<file path="src/verilog/mmc_proto_pkg.sv">
package mmc_proto_pkg;

   // operations a host can ask of one card slot
   typedef enum logic [2:0] {
      op_init,
      op_cmd,
      op_wr,
      op_rd,
      op_stop
   } mmc_op_t;

   // full card command frame, sent msb first
   typedef logic [47:0] cmd_frame_t;

   typedef logic [7:0] byte_t;

   // counts clocked bit times within one phase
   typedef logic [7:0] bit_count_t;

   // phase lengths in bit times
   localparam bit_count_t CMD_BITS    = 8'd48;
   localparam bit_count_t BYTE_BITS   = 8'd8;
   localparam bit_count_t INIT_CLOCKS = 8'd80;
   localparam bit_count_t INIT_TOTAL  = 8'd100;

endpackage

</file>
<file path="src/verilog/mmc_timing_pkg.sv">
package mmc_timing_pkg;

   // slot index, wide enough for eight slots
   typedef logic [2:0] slot_t;

   // system clocks within one serial bit
   typedef logic [15:0] bit_time_t;

   // clocks per serial bit
   function automatic bit_time_t bit_width(input int freq, input int rate);
      return bit_time_t'(freq / rate);
   endfunction

   // clock count at which sclk rises and miso is sampled
   function automatic bit_time_t bit_middle(input int freq, input int rate);
      return bit_time_t'((freq / rate) / 2);
   endfunction

endpackage

</file>
<file path="src/verilog/mmc_dispatch.sv">
`timescale 1ns/1ps

module mmc_dispatch #(
   parameter int NUM_SLOTS = 4
)
(
   input  logic                      clk,
   input  logic                      reset,
   input  logic                      req,
   input  mmc_timing_pkg::slot_t     req_slot,
   input  mmc_proto_pkg::mmc_op_t    req_op,
   input  mmc_proto_pkg::cmd_frame_t req_cmd,
   input  mmc_proto_pkg::byte_t      req_data,
   input  logic [NUM_SLOTS-1:0]      done,
   output logic [NUM_SLOTS-1:0]      start,
   output mmc_proto_pkg::mmc_op_t    op,
   output mmc_proto_pkg::cmd_frame_t cmd,
   output mmc_proto_pkg::byte_t      data,
   output logic [NUM_SLOTS-1:0]      busy,
   output logic                      req_dropped
);

   logic [NUM_SLOTS-1:0] slot_hit;
   logic [NUM_SLOTS-1:0] grant;
   logic                 accept;

   // one-hot slot decode, all zero when out of range
   always_comb
   begin
      for (int i = 0; i < NUM_SLOTS; i++)
         slot_hit[i] = (req_slot == mmc_timing_pkg::slot_t'(i));
   end

   assign grant  = req ? (slot_hit & ~busy) : '0;
   assign accept = |grant;

   always_ff @(posedge clk)
   begin
      if (reset)
      begin
         start       <= '0;
         busy        <= '0;
         req_dropped <= 1'b0;
      end
      else
      begin
         start       <= grant;
         busy        <= (busy & ~done) | grant;
         req_dropped <= req && !accept;
      end
   end

   // request fields broadcast to every engine
   always_ff @(posedge clk)
   begin
      if (accept)
      begin
         op   <= req_op;
         cmd  <= req_cmd;
         data <= req_data;
      end
   end

endmodule

</file>
<file path="src/verilog/mmc_spi_engine.sv">
`timescale 1ns/1ps

module mmc_spi_engine #(
   parameter int FREQ    = 100,
   parameter int RATE_HI = 25,
   parameter int RATE_LO = 10
)
(
   input  logic                      clk,
   input  logic                      reset,
   input  logic                      speed,
   input  logic                      start,
   input  mmc_proto_pkg::mmc_op_t    op,
   input  mmc_proto_pkg::cmd_frame_t cmd,
   input  mmc_proto_pkg::byte_t      data,
   output logic                      done,
   output mmc_proto_pkg::byte_t      rd_byte,
   output logic                      card_sclk,
   output logic                      card_mosi,
   output logic                      card_cs_n,
   input  logic                      card_miso
);

   localparam mmc_timing_pkg::bit_time_t WIDTH_HI = mmc_timing_pkg::bit_width(FREQ, RATE_HI);
   localparam mmc_timing_pkg::bit_time_t MID_HI   = mmc_timing_pkg::bit_middle(FREQ, RATE_HI);
   localparam mmc_timing_pkg::bit_time_t WIDTH_LO = mmc_timing_pkg::bit_width(FREQ, RATE_LO);
   localparam mmc_timing_pkg::bit_time_t MID_LO   = mmc_timing_pkg::bit_middle(FREQ, RATE_LO);

   typedef enum logic [3:0] {
      s_idle,
      s_init_clk,
      s_init_idle,
      s_cmd_shift,
      s_wr_shift,
      s_rd_shift,
      s_stop_cs,
      s_stop_clk,
      s_tail,
      s_done
   } state_t;

   state_t                    state;
   state_t                    next_state;
   logic                      speed_hi;
   logic                      accept;
   logic                      timed;
   logic                      sclk_en;
   logic                      bit_mid;
   logic                      bit_end;
   logic                      last_bit;
   mmc_timing_pkg::bit_time_t bit_time;
   mmc_timing_pkg::bit_time_t width;
   mmc_timing_pkg::bit_time_t middle;
   mmc_proto_pkg::bit_count_t bit_count;
   mmc_proto_pkg::bit_count_t phase_bits;
   mmc_proto_pkg::cmd_frame_t shift_out;

   always_ff @(posedge clk)
   begin
      if (reset)
         speed_hi <= 1'b0;
      else
         speed_hi <= speed;
   end

   assign width  = speed_hi ? WIDTH_HI : WIDTH_LO;
   assign middle = speed_hi ? MID_HI : MID_LO;

   assign accept  = (state == s_idle) && start;
   assign timed   = state inside {s_init_clk, s_init_idle, s_cmd_shift, s_wr_shift,
                                  s_rd_shift, s_stop_cs, s_stop_clk};
   // init_idle and stop_cs keep bit time with the clock parked low
   assign sclk_en = state inside {s_init_clk, s_cmd_shift, s_wr_shift, s_rd_shift,
                                  s_stop_clk};
   assign bit_mid = timed && (bit_time == middle - 1'b1);
   assign bit_end = timed && (bit_time >= width - 1'b1);

   always_comb
   begin
      case (state)
         s_init_clk:  phase_bits = mmc_proto_pkg::INIT_CLOCKS;
         s_init_idle: phase_bits = mmc_proto_pkg::INIT_TOTAL;
         s_cmd_shift: phase_bits = mmc_proto_pkg::CMD_BITS;
         s_stop_cs:   phase_bits = 8'd1;
         default:     phase_bits = mmc_proto_pkg::BYTE_BITS;
      endcase
   end

   assign last_bit = bit_end && (bit_count == phase_bits - 1'b1);

   always_comb
   begin
      next_state = state;
      case (state)
         s_idle:
            if (start)
            begin
               case (op)
                  mmc_proto_pkg::op_init: next_state = s_init_clk;
                  mmc_proto_pkg::op_cmd:  next_state = s_cmd_shift;
                  mmc_proto_pkg::op_wr:   next_state = s_wr_shift;
                  mmc_proto_pkg::op_rd:   next_state = s_rd_shift;
                  mmc_proto_pkg::op_stop: next_state = s_stop_cs;
                  // unknown op still completes
                  default:                next_state = s_tail;
               endcase
            end
         s_init_clk:
            if (last_bit)
               next_state = s_init_idle;
         s_stop_cs:
            if (last_bit)
               next_state = s_stop_clk;
         s_init_idle, s_cmd_shift, s_wr_shift, s_rd_shift, s_stop_clk:
            if (last_bit)
               next_state = s_tail;
         s_tail:
            if (bit_time == 16'd1)
               next_state = s_done;
         default:
            next_state = s_idle;
      endcase
   end

   always_ff @(posedge clk)
   begin
      if (reset)
         state <= s_idle;
      else
         state <= next_state;
   end

   // bit timer, also paces the two tail cycles
   always_ff @(posedge clk)
   begin
      if (reset)
         bit_time <= '0;
      else if (state == s_idle || state == s_done || bit_end)
         bit_time <= '0;
      else
         bit_time <= bit_time + 1'b1;
   end

   always_ff @(posedge clk)
   begin
      if (reset)
         bit_count <= '0;
      else if (state == s_idle || (state == s_stop_cs && last_bit))
         bit_count <= '0;
      else if (bit_end)
         bit_count <= bit_count + 1'b1;
   end

   // low first half, high from midpoint to bit end
   always_ff @(posedge clk)
   begin
      if (reset)
         card_sclk <= 1'b0;
      else
         card_sclk <= sclk_en && (bit_mid || (card_sclk && !bit_end));
   end

   always_ff @(posedge clk)
   begin
      if (accept)
         shift_out <= (op == mmc_proto_pkg::op_wr) ? {data, 40'd0} : cmd;
      else if (bit_end)
         shift_out <= {shift_out[46:0], 1'b0};
   end

   // mosi moves at bit start, idles high
   always_ff @(posedge clk)
   begin
      if (reset)
      begin
         card_mosi <= 1'b1;
         card_cs_n <= 1'b1;
      end
      else if (accept)
      begin
         case (op)
            mmc_proto_pkg::op_cmd:
            begin
               card_cs_n <= 1'b0;
               card_mosi <= cmd[47];
            end
            mmc_proto_pkg::op_wr:
               card_mosi <= data[7];
            mmc_proto_pkg::op_init, mmc_proto_pkg::op_stop:
            begin
               card_cs_n <= 1'b1;
               card_mosi <= 1'b1;
            end
            default:
               card_mosi <= 1'b1;
         endcase
      end
      else if (bit_end && (state == s_cmd_shift || state == s_wr_shift))
         card_mosi <= last_bit ? 1'b1 : shift_out[46];
   end

   // sample miso as sclk rises
   always_ff @(posedge clk)
   begin
      if (accept)
         rd_byte <= '0;
      else if (state == s_rd_shift && bit_mid)
         rd_byte <= {rd_byte[6:0], card_miso};
   end

   assign done = (state == s_done);

endmodule

</file>
<file path="src/verilog/mmc_collect.sv">
`timescale 1ns/1ps

module mmc_collect #(
   parameter int NUM_SLOTS = 4
)
(
   input  logic                                  clk,
   input  logic                                  reset,
   input  logic [NUM_SLOTS-1:0]                  done,
   input  mmc_proto_pkg::byte_t [NUM_SLOTS-1:0]  rd_byte,
   output logic                                  resp_valid,
   output mmc_timing_pkg::slot_t                 resp_slot,
   output mmc_proto_pkg::byte_t                  resp_data
);

   logic [NUM_SLOTS-1:0]                 pending;
   logic [NUM_SLOTS-1:0]                 grant;
   mmc_proto_pkg::byte_t [NUM_SLOTS-1:0] held;

   // lowest pending slot wins, scan from the top down
   always_comb
   begin
      grant     = '0;
      resp_slot = '0;
      resp_data = held[0];
      for (int i = NUM_SLOTS - 1; i >= 0; i--)
      begin
         if (pending[i])
         begin
            grant     = '0;
            grant[i]  = 1'b1;
            resp_slot = mmc_timing_pkg::slot_t'(i);
            resp_data = held[i];
         end
      end
   end

   assign resp_valid = |pending;

   always_ff @(posedge clk)
   begin
      if (reset)
         pending <= '0;
      else
         pending <= (pending & ~grant) | done;
   end

   // byte is captured since the engine may restart before draining
   always_ff @(posedge clk)
   begin
      for (int i = 0; i < NUM_SLOTS; i++)
      begin
         if (done[i])
            held[i] <= rd_byte[i];
      end
   end

endmodule

</file>
<file path="src/verilog/mmc_multi_top.sv">
`timescale 1ns/1ps

module mmc_multi_top #(
   parameter int NUM_SLOTS = 4,
   parameter int FREQ      = 100,
   parameter int RATE_HI   = 25,
   parameter int RATE_LO   = 10
)
(
   input  logic                      clk,
   input  logic                      reset,
   input  logic                      req,
   input  mmc_timing_pkg::slot_t     req_slot,
   input  mmc_proto_pkg::mmc_op_t    req_op,
   input  mmc_proto_pkg::cmd_frame_t req_cmd,
   input  mmc_proto_pkg::byte_t      req_data,
   input  logic                      speed,
   output logic                      resp_valid,
   output mmc_timing_pkg::slot_t     resp_slot,
   output mmc_proto_pkg::byte_t      resp_data,
   output logic                      req_dropped,
   output logic [NUM_SLOTS-1:0]      busy,
   output logic [NUM_SLOTS-1:0]      card_sclk,
   output logic [NUM_SLOTS-1:0]      card_mosi,
   output logic [NUM_SLOTS-1:0]      card_cs_n,
   input  logic [NUM_SLOTS-1:0]      card_miso
);

   logic [NUM_SLOTS-1:0]                 start;
   logic [NUM_SLOTS-1:0]                 done;
   mmc_proto_pkg::mmc_op_t               op;
   mmc_proto_pkg::cmd_frame_t            cmd;
   mmc_proto_pkg::byte_t                 data;
   mmc_proto_pkg::byte_t [NUM_SLOTS-1:0] rd_byte;

   mmc_dispatch #(
      .NUM_SLOTS(NUM_SLOTS)
   ) u_dispatch (
      .clk(clk),
      .reset(reset),
      .req(req),
      .req_slot(req_slot),
      .req_op(req_op),
      .req_cmd(req_cmd),
      .req_data(req_data),
      .done(done),
      .start(start),
      .op(op),
      .cmd(cmd),
      .data(data),
      .busy(busy),
      .req_dropped(req_dropped)
   );

   // one engine per card slot
   for (genvar g = 0; g < NUM_SLOTS; g++)
   begin : g_slot
      mmc_spi_engine #(
         .FREQ(FREQ),
         .RATE_HI(RATE_HI),
         .RATE_LO(RATE_LO)
      ) u_engine (
         .clk(clk),
         .reset(reset),
         .speed(speed),
         .start(start[g]),
         .op(op),
         .cmd(cmd),
         .data(data),
         .done(done[g]),
         .rd_byte(rd_byte[g]),
         .card_sclk(card_sclk[g]),
         .card_mosi(card_mosi[g]),
         .card_cs_n(card_cs_n[g]),
         .card_miso(card_miso[g])
      );
   end

   mmc_collect #(
      .NUM_SLOTS(NUM_SLOTS)
   ) u_collect (
      .clk(clk),
      .reset(reset),
      .done(done),
      .rd_byte(rd_byte),
      .resp_valid(resp_valid),
      .resp_slot(resp_slot),
      .resp_data(resp_data)
   );

endmodule

</file>
<file path="config.mk">
export PLATFORM = sky130hd
export DESIGN_NAME = mmc_multi_top
export DESIGN_NICKNAME = d
export VERILOG_FILES = /design/src/verilog/mmc_proto_pkg.sv /design/src/verilog/mmc_timing_pkg.sv /design/src/verilog/mmc_dispatch.sv /design/src/verilog/mmc_spi_engine.sv /design/src/verilog/mmc_collect.sv /design/src/verilog/mmc_multi_top.sv
export SDC_FILE = /design/constraint.sdc
export NUM_CORES = 1
export LEC_CHECK = 0
export BUFFER_PORTS_ARGS = -buffer_cell sky130_fd_sc_hd__buf_2
export CAP_MARGIN = 25
export CELL_PAD_IN_SITES_DETAIL_PLACEMENT = 0
export CELL_PAD_IN_SITES_GLOBAL_PLACEMENT = 2
export CORE_AREA = 8 8 304 188
export DETAILED_ROUTE_END_ITERATION = 12
export DIE_AREA = 0 0 312 196
export GPL_ROUTABILITY_DRIVEN = 0
export PLACE_DENSITY = 0.84
export SYNTH_ARGS = -nofsm -noshare
export SYNTH_HDL_FRONTEND = slang
export SYNTH_HIERARCHICAL = 1
export SYNTH_SLANG_ARGS = --single-unit
</file>
<file path="constraint.sdc">
create_clock -name clk -period 6.3 [get_ports clk]
set_input_delay 0.945 -clock clk [delete_from_list [all_inputs] [get_ports clk]]
set_output_delay 0.945 -clock clk [all_outputs]
set_load 0.1 [all_outputs]
</file>
==> results.sh <==
export IMPL_status="finished clean"
export IMPL_synthFlopType="edfxtp_1"
export IMPL_synth_top_area_share_pct=39.39
export IMPL_fin_nets=2193
export IMPL_fmax_ghz=0.2971
export IMPL_fp_dieW_um=312
export IMPL_grt_pass1_wl_um=82390
export IMPL_hold_depth=0
export IMPL_htree_levels=2
export IMPL_num_vias=15020
export IMPL_slowest_stage="nor4bb_1"
export IMPL_clock_sinks=452
export IMPL_swShare_pct=29.93
export IMPL_numPortBuffers=97
export IMPL_syn2layout_area_growth_pct=11.65
export IMPL_cts_buffer_depth=3
export IMPL_finalHoldViolCount=0
export IMPL_synthCells=2059
export IMPL_ff2ff_setup_slack_ns=2.93
export IMPL_reg2reg_depth=8
export IMPL_clk_pin_slew_worst_paths_ns=0.07
export IMPL_grt_pass1_vias=14320
export IMPL_cts_hold_fix_buffers=0
export IMPL_viasPerCell=5.279
export IMPL_dr_pass1_iters=5
export IMPL_synth_edf_count=279
export IMPL_grtUsageTotal_pct=16.34
export IMPL_crit_fanout=18
export IMPL_critPathKind="flip-flop to flip-flop"
export IMPL_tns_ns=0
export IMPL_p_int_mw=5.363
export IMPL_cap_violations=0
export IMPL_cp_data_required_time_ns=6.73
export IMPL_synth_area_leader_cell="edfxtp_1"
export IMPL_worstPathArrival_ns=3.79
export IMPL_startpoint_type="flip-flop"
export IMPL_critPathMaxStageDelay_ns=0.78
export IMPL_tightest_slew_ns=1.042
export IMPL_antenna_left=0
export IMPL_wl_per_cell_um=17.95
export IMPL_clock_latency_ns=0.56
export IMPL_start_util_pct=40.12
export IMPL_p_per_area_nw_per_um2=322.3
export IMPL_setup_viol=0
export IMPL_rows=66
export IMPL_dpl_hpwl_um=33880
export IMPL_synth_area_top_cells="edfxtp_1 39%, dfxtp_1 16%, nand2_1 7.0%"
export IMPL_end_kind="flip-flop"
export IMPL_synth_common_cells="395 x nand2_1, 279 x edfxtp_1, 192 x nand3_1, 173 x dfxtp_1, 156 x nor2_1"
export IMPL_slew_headroom_pct=29.97
export IMPL_p_seq_share_pct=46.3
export IMPL_syn_area_um2=21270
export IMPL_route_detailed_drc=0
export IMPL_use_met3_pct=2.775
export IMPL_layout_cells_non_filler=2845
export IMPL_skew_ns=0.01517
export IMPL_root_buffer="clkbuf_16"
export IMPL_post_cts_buffers=0
export IMPL_core_area_um2=53020
export IMPL_min_path_type="flip-flop to flip-flop"
export IMPL_p_leak_nw=8.872
export IMPL_die_h_um=196
export IMPL_rsz0062_at_grt="no"
export IMPL_grt_max_degree=60
export IMPL_cts_resized=0
export IMPL_synth_fp_nets=2157
export IMPL_ys_types=78
export IMPL_drive_gt1_share_pct=13.52
export IMPL_pre_cts_slack_ns=2.927
export IMPL_ir_worst_vdd_uv=201.9
export IMPL_gr_total_overflow=0
export IMPL_synth_most_common_cell="nand2_1"
export IMPL_crit_path_cell_trace="nor4bb_1, inv_1, ha_1, xor2_1, nand4_1, nand4bb_1, o31ai_4, nor2_1"
export IMPL_async_flop_share_pct=0
export IMPL_setup_ws_ns=2.934
export IMPL_io_pins=99
export IMPL_use_met1_pct=26.02
export IMPL_drtIter0Drc=1302
export IMPL_whs_ns=0.4310
export IMPL_syn_avg_cell_area_um2=10.33
export IMPL_finalCritPeriodShare_pct=53.42
export IMPL_pwr_share_clk_pct=34.6
export IMPL_switchingPower_mw=2.291
export IMPL_cts_tree="yes"
export IMPL_min_period_ns=3.366
export IMPL_dieArea_um2=61150
export IMPL_grtUsageMet2_pct=23.04
export IMPL_antenna_found_initial=2
export IMPL_cts_buffers_inserted=45
export IMPL_final_max_slew_viol_count=0
export IMPL_busiest_layer="met1"
export IMPL_ys_seq_area_share_pct=55.67
export IMPL_yosys_register_bits=452
export IMPL_power_frac_comb_pct=19.0
export IMPL_final_core_util_pct=44.79
export IMPL_yosys_warnings=6
export IMPL_routed_wl_um=51060
export IMPL_dp_cells=2757
## layout by cell type, fill, tap and decap left out, types with 7 or more instances in the layout
cell type and count:
nor2_4 24, and3_1 22, clkbuf_16 47, nor3_1 38
buf_4 16, o32a_1 7, a211o_1 9, nand3_1 188
nor2b_1 18, a21oi_1 45, o221a_2 7, nand3_2 7
mux2i_1 72, buf_2 97, nor2_2 8, nor2_1 156
nor3b_1 26, nand2_2 8, and4_1 7, edfxtp_1 279
clkbuf_1 11, nand2_1 387, inv_1 46, o21ai_0 67
dfxtp_1 173, nor4_1 13, nor4_4 7, o31ai_1 8
xor2_1 40, nand4_1 26, or4_1 7, ha_1 28
or3_1 10, xnor2_1 68, nand2b_1 9
## cell families after synthesis
group / after synthesis / synth area share [%]
simple gates: 1021 / 24.39
flops: 452 / 55.67
compound gates: 192 / 6.071
buf+inv: 178 / 3.982
xor+xnor: 108 / 4.447
mux: 79 / 3.776
fa+ha+maj: 28 / 1.647
other cells: 1 / 0.01763
## worst max-delay path, delay by kind of cell, from the launching register on
family | cells | cell delay (ns)
and+or+nand+nor | 4 | 1.33
DFF | 1 | 0.71
adders and majority gates | 1 | 0.36
xor gates and xnor gates | 1 | 0.21
buffers and inverters | 1 | 0.22
AOI/OAI and AO/OA | 1 | 0.41
## worst paths after layout
| kind | from | end |
|---|---|---|
| min reg2reg | g_slot[1].u_engine/rd_byte[7] | u_collect/held[15] |
| max | g_slot[3].u_engine/state[2] | g_slot[3].u_engine/bit_count[5] |
| min | g_slot[1].u_engine/rd_byte[7] | u_collect/held[15] |
| max reg2reg | g_slot[3].u_engine/state[2] | g_slot[3].u_engine/bit_count[5] |
## routing by layer
metal	vias to the layer above	share of wire, %
met5	-	0
met4	0	1.3
met3	54	5.3
met2	337	40
met1	7289	53
li1	7340	-
## flip-flops by register name, summed over array words and instances, names as in the netlist
register,cells
g_slot.u_engine/shift_out,188
g_slot.u_engine/bit_time,64
u_dispatch/cmd,48
g_slot.u_engine/bit_count,32
g_slot.u_engine/rd_byte,32
u_collect/held,32
g_slot.u_engine/state,16
u_dispatch/data,8
g_slot.u_engine/card_cs_n,4
g_slot.u_engine/card_mosi,4
g_slot.u_engine/card_sclk,4
g_slot.u_engine/speed_hi,4
u_collect/pending,4
u_dispatch/busy,4
u_dispatch/start,4
u_dispatch/op,3
u_dispatch/req_dropped,1
## power by group through the flow
| stage | Clock (mW) | Combinational, mW | Sequential, mW |
|---|---|---|---|
| 2_1_floorplan | 0 | 1.28 | 3.45 |
| 3_3_place_gp | 0 | 1.38 | 3.60 |
| 3_5_place_dp | 0 | 1.40 | 3.60 |
| 4_1_cts | 2.73 | 1.40 | 3.54 |
| 5_1_grt | 2.85 | 1.61 | 3.58 |
| 6_report | 2.65 | 1.46 | 3.55 |
## area by class of cell
class | count | area (um^2)
inverter | 46 | 172.7
antenna | 1 | 2.502
multi-input combinational | 1429 | 8641
clock buffer | 60 | 1245
sequential | 452 | 11840
clock inverter | 22 | 188.9
tap | 714 | 893.4
fill | 5075 | 29270
timing repair buffer | 121 | 763.2
## per-stage QoR
step	cell area, um^2	power [mW]
finish	23750	7.655
global route	23750	8.036
CTS	23650	7.677
detailed placement	22210	4.999
global placement	22150	4.974
floorplan	21270	4.732
Power figures use the tool's default switching activity.
